<file path="src/design/fm_settings.svh">
// Register map, slot count and timer prescalers of the FM control block
// Included by every RTL file that decodes addresses or sizes storage
`ifndef FM_SETTINGS_SVH
`define FM_SETTINGS_SVH

// Key-on register, data picks channel and operator mask
`define FM_REG_KON     8'h08

// Noise enable and frequency
`define FM_REG_NOISE   8'h0F

// Timer A value, high eight bits then low two bits
`define FM_REG_CLKA1   8'h10
`define FM_REG_CLKA2   8'h11

// Timer B value
`define FM_REG_CLKB    8'h12

// Timer load, irq enable and flag clear
`define FM_REG_TIMER   8'h14

// LFO rate, depth and waveform
`define FM_REG_LFRQ    8'h18
`define FM_REG_PMDAMD  8'h19
`define FM_REG_CTW     8'h1B

// First channel and first operator address
`define FM_CH_BASE     8'h20
`define FM_OP_BASE     8'h40

// 8 channels times 4 operators
`define FM_SLOTS       32

// Clock cycles per timer count, powers of two
// Far below the real chip so simulation stays short
`define FM_TIMER_A_DIV 4
`define FM_TIMER_B_DIV 64

`endif
</file>
<file path="src/design/fm_pkg.sv">
// Shared types of the FM control block
// Register byte views plus the channel, operator, global and timer records
package fm_pkg;

	// Data byte views, one per register group
	typedef struct packed {
		logic [1:0] rl;
		logic [2:0] fb;
		logic [2:0] con;
	} fm_view_rl_fb_con_t;

	typedef struct packed {
		logic       spare;
		logic [6:0] kc;
	} fm_view_kc_t;

	typedef struct packed {
		logic [5:0] kf;
		logic [1:0] spare;
	} fm_view_kf_t;

	typedef struct packed {
		logic       spare_hi;
		logic [2:0] pms;
		logic [1:0] spare_lo;
		logic [1:0] ams;
	} fm_view_pms_ams_t;

	typedef struct packed {
		logic       spare;
		logic [2:0] dt1;
		logic [3:0] mul;
	} fm_view_dt1_mul_t;

	typedef struct packed {
		logic       spare;
		logic [6:0] tl;
	} fm_view_tl_t;

	typedef struct packed {
		logic [1:0] ks;
		logic       spare;
		logic [4:0] ar;
	} fm_view_ks_ar_t;

	typedef struct packed {
		logic       amsen;
		logic [1:0] spare;
		logic [4:0] d1r;
	} fm_view_amsen_d1r_t;

	typedef struct packed {
		logic [1:0] dt2;
		logic       spare;
		logic [4:0] d2r;
	} fm_view_dt2_d2r_t;

	typedef struct packed {
		logic [3:0] d1l;
		logic [3:0] rr;
	} fm_view_d1l_rr_t;

	// Key-on byte, operator mask in 6:3 and channel in 2:0
	typedef struct packed {
		logic       spare;
		logic [3:0] sn;
		logic [2:0] ch;
	} fm_view_kon_t;

	// The same byte read through the view of its address group
	typedef union packed {
		fm_view_rl_fb_con_t rl_fb_con;
		fm_view_kc_t        kc;
		fm_view_kf_t        kf;
		fm_view_pms_ams_t   pms_ams;
		fm_view_dt1_mul_t   dt1_mul;
		fm_view_tl_t        tl;
		fm_view_ks_ar_t     ks_ar;
		fm_view_amsen_d1r_t amsen_d1r;
		fm_view_dt2_d2r_t   dt2_d2r;
		fm_view_d1l_rr_t    d1l_rr;
		fm_view_kon_t       kon;
	} fm_reg_data_u;

	typedef struct packed {
		logic [1:0] rl;
		logic [2:0] fb;
		logic [2:0] con;
		logic [6:0] kc;
		logic [5:0] kf;
		logic [2:0] pms;
		logic [1:0] ams;
	} fm_ch_t;

	typedef struct packed {
		logic [2:0] dt1;
		logic [3:0] mul;
		logic [6:0] tl;
		logic [1:0] ks;
		logic [4:0] ar;
		logic       amsen;
		logic [4:0] d1r;
		logic [1:0] dt2;
		logic [4:0] d2r;
		logic [3:0] d1l;
		logic [3:0] rr;
		logic       keyon;
	} fm_op_t;

	// Slot index is {channel, operator}
	typedef struct packed {
		logic [4:0] slot;
		fm_ch_t     ch;
		fm_op_t     op;
	} fm_slot_t;

	typedef struct packed {
		logic       ne;
		logic [4:0] nfrq;
		logic [7:0] lfo_freq;
		logic [1:0] lfo_w;
		logic [6:0] lfo_amd;
		logic [6:0] lfo_pmd;
		logic       ct1;
		logic       ct2;
		logic       lfo_rst;
	} fm_global_t;

	// Load, stop and clear are one-cycle pulses, the enables are levels
	typedef struct packed {
		logic [9:0] value_a;
		logic [7:0] value_b;
		logic       load_a;
		logic       load_b;
		logic       stop_a;
		logic       stop_b;
		logic       clr_flag_a;
		logic       clr_flag_b;
		logic       irq_en_a;
		logic       irq_en_b;
	} fm_timer_cfg_t;

	typedef struct packed {
		logic flag_a;
		logic flag_b;
		logic irq;
	} fm_timer_stat_t;

endpackage

</file>
<file path="src/design/fm_ctrl_top.sv">
// Top of the FM control subsystem
// Joins the host register decoder with the interval timers
`timescale 1ns/1ps

module fm_ctrl_top (
	input  logic                   clk,
	input  logic                   rst,
	input  logic [7:0]             d_in,
	input  logic                   a0,
	input  logic                   write,
	output logic                   busy,
	output fm_pkg::fm_global_t     global_out,
	output fm_pkg::fm_slot_t       slot_out,
	output fm_pkg::fm_timer_stat_t timer_stat
);
	import fm_pkg::*;

	fm_timer_cfg_t timer_cfg;

	fm_mmr u_mmr (
		.clk        (clk),
		.rst        (rst),
		.d_in       (d_in),
		.a0         (a0),
		.write      (write),
		.busy       (busy),
		.global_out (global_out),
		.timer_cfg  (timer_cfg),
		.slot_out   (slot_out)
	);

	fm_timers u_timers (
		.clk  (clk),
		.rst  (rst),
		.cfg  (timer_cfg),
		.stat (timer_stat)
	);

endmodule

</file>
<file path="src/design/fm_timers.sv">
// Interval timers A and B with prescalers, overflow flags and irq
// Driven by the timer fields of the register decoder
`timescale 1ns/1ps
`include "fm_settings.svh"

module fm_timers (
	input  logic                   clk,
	input  logic                   rst,
	input  fm_pkg::fm_timer_cfg_t  cfg,
	output fm_pkg::fm_timer_stat_t stat
);

	logic [$clog2(`FM_TIMER_A_DIV)-1:0] presc_a;
	logic [$clog2(`FM_TIMER_B_DIV)-1:0] presc_b;
	logic [9:0]                         cnt_a;
	logic [7:0]                         cnt_b;
	logic                               run_a;
	logic                               run_b;
	logic                               flag_a;
	logic                               flag_b;
	logic                               tick_a;
	logic                               tick_b;
	logic                               ovf_a;
	logic                               ovf_b;

	// Prescalers wrap on their own, all ones ends a count period
	assign tick_a = run_a && &presc_a;
	assign tick_b = run_b && &presc_b;
	assign ovf_a = tick_a && &cnt_a;
	assign ovf_b = tick_b && &cnt_b;

	// Timer A, 10 bits
	always_ff @(posedge clk) begin
		if (rst) begin
			run_a <= 1'b0;
			presc_a <= '0;
			cnt_a <= '0;
			flag_a <= 1'b0;
		end else begin
			// Load only starts a halted timer
			if (cfg.load_a && !run_a) begin
				run_a <= 1'b1;
				presc_a <= '0;
				cnt_a <= cfg.value_a;
			end else if (cfg.stop_a) begin
				run_a <= 1'b0;
			end else if (run_a) begin
				presc_a <= presc_a + 1'b1;
				if (tick_a) begin
					cnt_a <= ovf_a ? cfg.value_a : cnt_a + 1'b1;
				end
			end
			if (cfg.clr_flag_a) begin
				flag_a <= 1'b0;
			end
			if (ovf_a) begin
				flag_a <= 1'b1;
			end
		end
	end

	// Timer B, 8 bits
	always_ff @(posedge clk) begin
		if (rst) begin
			run_b <= 1'b0;
			presc_b <= '0;
			cnt_b <= '0;
			flag_b <= 1'b0;
		end else begin
			if (cfg.load_b && !run_b) begin
				run_b <= 1'b1;
				presc_b <= '0;
				cnt_b <= cfg.value_b;
			end else if (cfg.stop_b) begin
				run_b <= 1'b0;
			end else if (run_b) begin
				presc_b <= presc_b + 1'b1;
				if (tick_b) begin
					cnt_b <= ovf_b ? cfg.value_b : cnt_b + 1'b1;
				end
			end
			if (cfg.clr_flag_b) begin
				flag_b <= 1'b0;
			end
			if (ovf_b) begin
				flag_b <= 1'b1;
			end
		end
	end

	assign stat = '{
		flag_a: flag_a,
		flag_b: flag_b,
		irq: (flag_a && cfg.irq_en_a) || (flag_b && cfg.irq_en_b)
	};

endmodule

</file>
<file path="src/design/fm_mmr.sv">
// Host write decoder and global registers of the FM control block
// Even writes select a register, odd writes store data, busy paces the host
`timescale 1ns/1ps
`include "fm_settings.svh"

module fm_mmr (
	input  logic                  clk,
	input  logic                  rst,
	input  logic [7:0]            d_in,
	input  logic                  a0,
	input  logic                  write,
	output logic                  busy,
	output fm_pkg::fm_global_t    global_out,
	output fm_pkg::fm_timer_cfg_t timer_cfg,
	output fm_pkg::fm_slot_t      slot_out
);
	import fm_pkg::*;

	logic [7:0]   sel_reg;
	fm_reg_data_u din_latch;
	logic         wr_busy;
	logic         upd;
	logic         pending;
	logic         accept;
	logic         is_global;

	assign accept = write && !busy;
	assign is_global = sel_reg < `FM_CH_BASE;

	// One cycle for every write, longer while a slot write waits for its turn
	assign busy = wr_busy | pending;

	always_ff @(posedge clk) begin
		if (rst) begin
			sel_reg <= '0;
			wr_busy <= 1'b0;
			upd <= 1'b0;
			global_out <= '0;
			timer_cfg <= '0;
		end else begin
			wr_busy <= accept;
			upd <= 1'b0;

			// Pulses drop after one cycle
			global_out.lfo_rst <= 1'b0;
			timer_cfg.load_a <= 1'b0;
			timer_cfg.load_b <= 1'b0;
			timer_cfg.stop_a <= 1'b0;
			timer_cfg.stop_b <= 1'b0;
			timer_cfg.clr_flag_a <= 1'b0;
			timer_cfg.clr_flag_b <= 1'b0;

			if (accept && !a0) begin
				sel_reg <= d_in;
			end

			if (accept && a0) begin
				if (is_global) begin
					case (sel_reg)
						// Key-on is stored per operator, so it goes to the slots
						`FM_REG_KON: upd <= 1'b1;
						`FM_REG_NOISE: begin
							global_out.ne <= d_in[7];
							global_out.nfrq <= d_in[4:0];
						end
						`FM_REG_CLKA1: timer_cfg.value_a[9:2] <= d_in;
						`FM_REG_CLKA2: timer_cfg.value_a[1:0] <= d_in[1:0];
						`FM_REG_CLKB: timer_cfg.value_b <= d_in;
						`FM_REG_TIMER: begin
							timer_cfg.clr_flag_b <= d_in[5];
							timer_cfg.clr_flag_a <= d_in[4];
							timer_cfg.irq_en_b <= d_in[3];
							timer_cfg.irq_en_a <= d_in[2];
							// A cleared load bit halts that timer
							timer_cfg.load_b <= d_in[1];
							timer_cfg.stop_b <= ~d_in[1];
							timer_cfg.load_a <= d_in[0];
							timer_cfg.stop_a <= ~d_in[0];
						end
						`FM_REG_LFRQ: begin
							global_out.lfo_freq <= d_in;
							// New rate restarts the LFO
							global_out.lfo_rst <= 1'b1;
						end
						`FM_REG_PMDAMD: begin
							// Bit 7 picks PM depth over AM depth
							if (d_in[7]) begin
								global_out.lfo_pmd <= d_in[6:0];
							end else begin
								global_out.lfo_amd <= d_in[6:0];
							end
						end
						`FM_REG_CTW: begin
							global_out.ct2 <= d_in[7];
							global_out.ct1 <= d_in[6];
							global_out.lfo_w <= d_in[1:0];
						end
						default: begin
							// Unmapped global address, write is dropped
						end
					endcase
				end else begin
					// Channel and operator groups
					upd <= 1'b1;
				end
			end
		end
	end

	// Data byte for the slot storage
	always_ff @(posedge clk) begin
		if (accept && a0) begin
			din_latch <= d_in;
		end
	end

	fm_slot_regs u_slot_regs (
		.clk      (clk),
		.rst      (rst),
		.upd      (upd),
		.addr     (sel_reg),
		.data     (din_latch),
		.pending  (pending),
		.slot_out (slot_out)
	);

endmodule

</file>
<file path="src/design/fm_slot_regs.sv">
// Channel and operator parameter storage scanned one slot per clock
// A write waits for its target slot, pending stays high until then
`timescale 1ns/1ps
`include "fm_settings.svh"

module fm_slot_regs (
	input  logic                 clk,
	input  logic                 rst,
	input  logic                 upd,
	input  logic [7:0]           addr,
	input  fm_pkg::fm_reg_data_u data,
	output logic                 pending,
	output fm_pkg::fm_slot_t     slot_out
);
	import fm_pkg::*;

	fm_ch_t       ch_mem [`FM_SLOTS/4];
	fm_op_t       op_mem [`FM_SLOTS];
	logic [4:0]   scan;
	logic [7:0]   pend_addr;
	fm_reg_data_u pend_data;
	logic         is_kon;
	logic         is_ch;
	logic [4:0]   target;
	logic         hit;
	fm_ch_t       ch_new;
	fm_op_t       op_new;
	fm_ch_t       ch_rd;
	fm_op_t       op_rd;

	assign is_kon = pend_addr == `FM_REG_KON;
	assign is_ch = pend_addr >= `FM_CH_BASE && pend_addr < `FM_OP_BASE;

	// Channel writes and key-on land on operator 0 of the channel
	always_comb begin
		if (is_kon) begin
			target = {pend_data.kon.ch, 2'b00};
		end else if (is_ch) begin
			target = {pend_addr[2:0], 2'b00};
		end else begin
			target = {pend_addr[2:0], pend_addr[4:3]};
		end
	end

	assign hit = pending && scan == target;

	// Target records with the pending byte merged in
	always_comb begin
		ch_new = ch_mem[target[4:2]];
		op_new = op_mem[target];
		if (is_kon) begin
			op_new.keyon = pend_data.kon.sn[0];
		end else if (is_ch) begin
			case (pend_addr[4:3])
				2'd0: begin
					ch_new.rl = pend_data.rl_fb_con.rl;
					ch_new.fb = pend_data.rl_fb_con.fb;
					ch_new.con = pend_data.rl_fb_con.con;
				end
				2'd1: ch_new.kc = pend_data.kc.kc;
				2'd2: ch_new.kf = pend_data.kf.kf;
				default: begin
					ch_new.pms = pend_data.pms_ams.pms;
					ch_new.ams = pend_data.pms_ams.ams;
				end
			endcase
		end else begin
			case (pend_addr[7:5])
				3'd2: begin
					op_new.dt1 = pend_data.dt1_mul.dt1;
					op_new.mul = pend_data.dt1_mul.mul;
				end
				3'd3: op_new.tl = pend_data.tl.tl;
				3'd4: begin
					op_new.ks = pend_data.ks_ar.ks;
					op_new.ar = pend_data.ks_ar.ar;
				end
				3'd5: begin
					op_new.amsen = pend_data.amsen_d1r.amsen;
					op_new.d1r = pend_data.amsen_d1r.d1r;
				end
				3'd6: begin
					op_new.dt2 = pend_data.dt2_d2r.dt2;
					op_new.d2r = pend_data.dt2_d2r.d2r;
				end
				default: begin
					op_new.d1l = pend_data.d1l_rr.d1l;
					op_new.rr = pend_data.d1l_rr.rr;
				end
			endcase
		end
	end

	// Scanned slot, bypassed so a finishing write shows at once
	always_comb begin
		ch_rd = ch_mem[scan[4:2]];
		op_rd = op_mem[scan];
		if (hit) begin
			ch_rd = ch_new;
			op_rd = op_new;
		end
	end

	always_ff @(posedge clk) begin
		if (rst) begin
			scan <= '0;
			pending <= 1'b0;
			slot_out <= '0;
		end else begin
			scan <= scan + 1'b1;
			if (hit) begin
				pending <= 1'b0;
			end
			if (upd) begin
				pending <= 1'b1;
			end
			slot_out <= '{slot: scan, ch: ch_rd, op: op_rd};
		end
	end

	always_ff @(posedge clk) begin
		if (upd) begin
			pend_addr <= addr;
			pend_data <= data;
		end
	end

	always_ff @(posedge clk) begin
		if (rst) begin
			for (int i = 0; i < `FM_SLOTS / 4; i++) begin
				ch_mem[i] <= '0;
			end
			for (int i = 0; i < `FM_SLOTS; i++) begin
				op_mem[i] <= '0;
			end
		end else if (hit) begin
			ch_mem[target[4:2]] <= ch_new;
			op_mem[target] <= op_new;
			// Key-on also rewrites the other three operators of the channel
			if (is_kon) begin
				for (int i = 1; i < 4; i++) begin
					op_mem[{target[4:2], 2'(i)}].keyon <= pend_data.kon.sn[i];
				end
			end
		end
	end

endmodule

</file>
<file path="config.mk">
export PLATFORM = sky130hd
export DESIGN_NAME = fm_ctrl_top
export DESIGN_NICKNAME = d
export VERILOG_FILES = /design/src/design/fm_pkg.sv /design/src/design/fm_ctrl_top.sv /design/src/design/fm_timers.sv /design/src/design/fm_mmr.sv /design/src/design/fm_slot_regs.sv
export VERILOG_INCLUDE_DIRS = /design/src /design/src/design
export SDC_FILE = /design/constraint.sdc
export NUM_CORES = 2
export LEC_CHECK = 0
export CAP_MARGIN = 10
export CORE_ASPECT_RATIO = 1.5
export CORE_MARGIN = 5
export CORE_UTILIZATION = 65
export CTS_BUF_LIST = sky130_fd_sc_hd__clkbuf_8
export CTS_CLUSTER_DIAMETER = 150
export DETAILED_ROUTE_END_ITERATION = 10
export DONT_BUFFER_PORTS = 1
export PLACE_DENSITY = 0.81
export RECOVER_POWER = 50
export SLEW_MARGIN = 20
export SYNTH_ARGS = -nofsm -noshare
export SYNTH_HDL_FRONTEND = slang
export SYNTH_HIERARCHICAL = 1
export SYNTH_SLANG_ARGS = --single-unit
</file>
<file path="constraint.sdc">
create_clock -name clk -period 8.8 [get_ports clk]
set_input_delay 1.76 -clock clk [delete_from_list [all_inputs] [get_ports clk]]
set_output_delay 1.76 -clock clk [all_outputs]
set_load 0.005 [all_outputs]
</file>
==> metrics.md <==
| Metric | Value |
|---|---|
| Top Ports | 123 |
| Initial Utilization | 0.652 |
| Synth async-reset ratio | 0 |
| LEAKAGE | 27.8 nW |
| Arr. time, crit path | 7.96 ns |
| Global placement routability congestion | 0.961 |
| Crit. End Element | flop |
| Top Metal Used | met5 |
| CTS tree | yes |
| Sequential Power Share | 0.561 |
| Failing checks | max-capacitance violations, max-slew violations |
| Outcome | complete, but fails checks |
| Layout filler cell count | 8,077 |
| TNS Setup | 0 ns |
| Die height | 443 um |
| Routed length on met3 | 33,200 um |
| Post-synth EDFFs | 1,608 |
| Detailed Route Iter0 Violations | 8,709 |
| Critical setup path kind | reg2reg |
| Cell variety after synth | 93 |
| RSZ-0062 raised after global routing | no |
| Peak VDD IR | 0.000232 V |
| M1 WL | 74,800 um |
| Row count | 159 |
| Post_cts resized | 0 |
| Max clock buf depth | 4 |
| Initial antenna violation count | 14 |
| CTS buffer count | 275 |
| First-pass GRT wire length | 358,000 um |
| Worst skew pair latency | 1.02 ns |
| Hold Buf Count CTS | 0 |
| Antenna-violating nets left | 0 |
| Synthesis warning total | 6 |
| I/O Buffers | 0 |
| Area leader, netlist | edfxtp_1 |
| Clock slew at reported path FFs | 0.07 ns |
| Post-place setup slack | 3.54 ns |
| Worst-Margin Slew | 3.32 ns |
| Largest Register | u_mmr/u_slot_regs/op_mem |
| Vias in the first global route | 56,600 |
| Synth Net Count | 6,264 |
| Share of the synthesized area in the top cell type | 0.593 |
| Die area | 0.133 mm^2 |
| CP max-delay cell | clkbuf_1 |
| Internal power | 13.2 mW |
| GRT overflow | 0 |
| Initial DRT Pass Iterations | 7 |
| Crit path cell chain | inv_1 > clkbuf_1 > a21o_1 > o311ai_0 > or3_1 > or3_1 > clkbuf_1 > o21bai_1 |
| Root Buffer | clkbuf_8 |
| Worst hold path class | reg2reg |
| Final hold vios | 0 |
| H-tree levels | 5 |
| Clk pwr share | 0.376 |
| Register area share after synthesis | 0.637 |
| Dpl hpwl | 151,000 um |
| CTS Sinks | 1,787 |
| Final Critical Period | 7.36 ns |
| Post-DP Area | 0.0819 mm^2 |
| DR DRC count | 0 |
| Core Region | 0.125 mm^2 |
| Comb pwr share | 0.063 |
| Switching Share | 0.230 |
| Layout Skew | 0.0550 ns |
| GRT Util Overall | 0.365 |
| Share of cells above drive strength 1 | 0.157 |
| Syn Std Cell Area | 0.0814 mm^2 |
| Final Util | 0.695 |
| Final Cycle Share | 0.836 |
| Largest net degree at the start of global routing | 440 |
| PnR worst setup slack | 1.44 ns |
| Layout Nets | 5,983 |
| Psw | 3.95 mW |
| Mean Syn Cell Area | 13.0 um^2 |
| Max frequency | 136 MHz |
| # setup viols final | 0 |
| Met2 WL post-DR | 116,000 um |
| Die X-Extent | 299 um |
| Critical path data required time | 9.40 ns |
| #FFs+latches synth | 1,787 |
| Max reg flops | 1,376 |
| Post-route cell area | 0.0867 mm^2 |
| # Post-CTS Setup Buffers | 0 |
| Max Cap Viol | 20 |
| Max-slew headroom | -1.22 |
| Pwr per Cell Area | 198 mW/mm^2 |
| Synth top area cells | edfxtp_1 59%, mux4_2 6.8%, nor2_1 4.8%, mux2i_1 4.8%, dfxtp_1 4.4% |
| Total Wirelength | 246,000 um |
| Maximum fanout along the worst path | 31 |
| Critical Path Max Stage Delay | 1.86 ns |
| Vias | 56,200 |
| Via/cell ratio | 7.24 |
| Mapped Cells | 6,247 |
| Critical Path Source Type | flop |
| Slew Viols, Final | 581 |
| Top Registers | u_mmr/u_slot_regs/op_mem (1376), u_mmr/u_slot_regs/ch_mem (208), u_mmr/u_slot_regs/slot_out (74) |
| Routed len/inst | 31.8 um |
| Synth Flop Type | edfxtp_1 |
| Area delta synth->final | 6.57% |
worst paths after layout:
kind                             startpoint                              end  slack (ns)  cells past startpoint
setup / recovery  u_mmr/u_slot_regs/scan[1]  u_mmr/u_slot_regs/ch_mem[5][18]        1.44                      8
hold / removal           u_mmr/din_latch[0]   u_mmr/u_slot_regs/pend_data[0]        0.42                      0
setup reg to reg  u_mmr/u_slot_regs/scan[1]  u_mmr/u_slot_regs/ch_mem[5][18]        1.44                      8
hold reg to reg          u_mmr/din_latch[0]   u_mmr/u_slot_regs/pend_data[0]        0.42                      0
area by class of cell:
type,count,area [um^2],share of cell area
Inverter,15,56.3,0.000649
Multi-Input combinational cell,3757,26800,0.309
Clock buffer,296,4070,0.0470
Tap cell,1610,2010,0.0232
Sequential cell,1787,51900,0.598
Timing Repair Buffer,130,1010,0.0116
Clock inverter,159,877,0.0101
Antenna cell,7,17.5,0.000202
cell families (layout without fill, tap and decap cells):
kind of cell | after synthesis | in the layout | share of synthesized area
xor gates and xnor gates | 15 | 15 | 0.00161
muxes | 667 | 667 | 0.120
AOI/OAI and AO/OA | 732 | 732 | 0.0666
and+or+nand+nor | 2338 | 2338 | 0.138
DFF | 1787 | 1787 | 0.637
buffers and inverters | 703 | 600 | 0.0356
adders and majority gates | 5 | 5 | 0.000769
other | 0 | 7 | 0
power by group through the flow:
stage	Sequential, mW	Combinational (mW)	Clock [mW]
global route	9.64	1.11	6.90
global placement	9.78	1.04	0
finish	9.62	1.09	6.45
floorplan	9.73	0.743	0
CTS	9.62	1.05	6.48
detailed placement	9.80	1.05	0
cells in the mapped netlist, drive strengths merged (58+ instances only):
cell type / instances
a31o: 131
edfxtp: 1608
nand2: 193
nor3: 667
nand3: 199
mux4: 245
dfxtp: 179
a21oi: 106
o22ai: 58
o21bai: 76
mux2i: 388
clkbuf: 512
nand2b: 71
nor2: 1045
buf: 176
through the flow:
stage	std cells	total power [mW]	hold WS, ns
global placement	7297	10.8	0.403
global route	7755	17.6	0.430
detailed placement	7297	10.8	0.406
CTS	7752	17.2	0.418
floorplan	6247	10.5	0.400
finish	7761	17.2	0.418
metal layers:
metal / track usage / up-vias
li1: - / 23000
met1: 0.423 / 27200
met3: 0.108 / 1228
met2: 0.579 / 4794
met4: 0.273 / 14
met5: 0 / -
worst max-delay path: cells and delay by family (launching register included):
family	cells	cell delay (ns)
AO/OA/AOI/OAI	3	1.97
buffers and inverters	3	3.40
flip-flops	1	0.46
AND/OR/NAND/NOR	2	1.07
cells in the final DEF, fill, tap and decap left out, types with 10 or more instances in the layout:
| cell type | n |
|---|---|
| a2111oi_0 | 18 |
| inv_1 | 96 |
| nand2_2 | 14 |
| a21o_1 | 56 |
| buf_4 | 109 |
| o21ai_0 | 52 |
| clkinv_1 | 36 |
| mux2_2 | 17 |
| nand2_1 | 175 |
| o221ai_1 | 38 |
| mux4_2 | 245 |
| a21oi_1 | 106 |
| nor3_1 | 554 |
| nand3_1 | 190 |
| nor2_1 | 1041 |
| nand2b_1 | 71 |
| nor4_1 | 12 |
| a221oi_1 | 26 |
| a31o_2 | 61 |
| nand4_1 | 38 |
| a211oi_1 | 31 |
| o22ai_1 | 58 |
| dfxtp_1 | 177 |
| nor3_2 | 110 |
| clkinv_2 | 24 |
| a22oi_1 | 47 |
| a31o_1 | 70 |
| a31oi_1 | 15 |
| and3_1 | 23 |
| mux2i_1 | 388 |
| o21bai_1 | 76 |
| edfxtp_1 | 1608 |
| xnor2_1 | 10 |
| nor2b_1 | 10 |
| clkbuf_8 | 296 |
| mux2_1 | 17 |
| clkbuf_1 | 14 |
| a22o_1 | 12 |
Power figures use the tool's default switching activity.
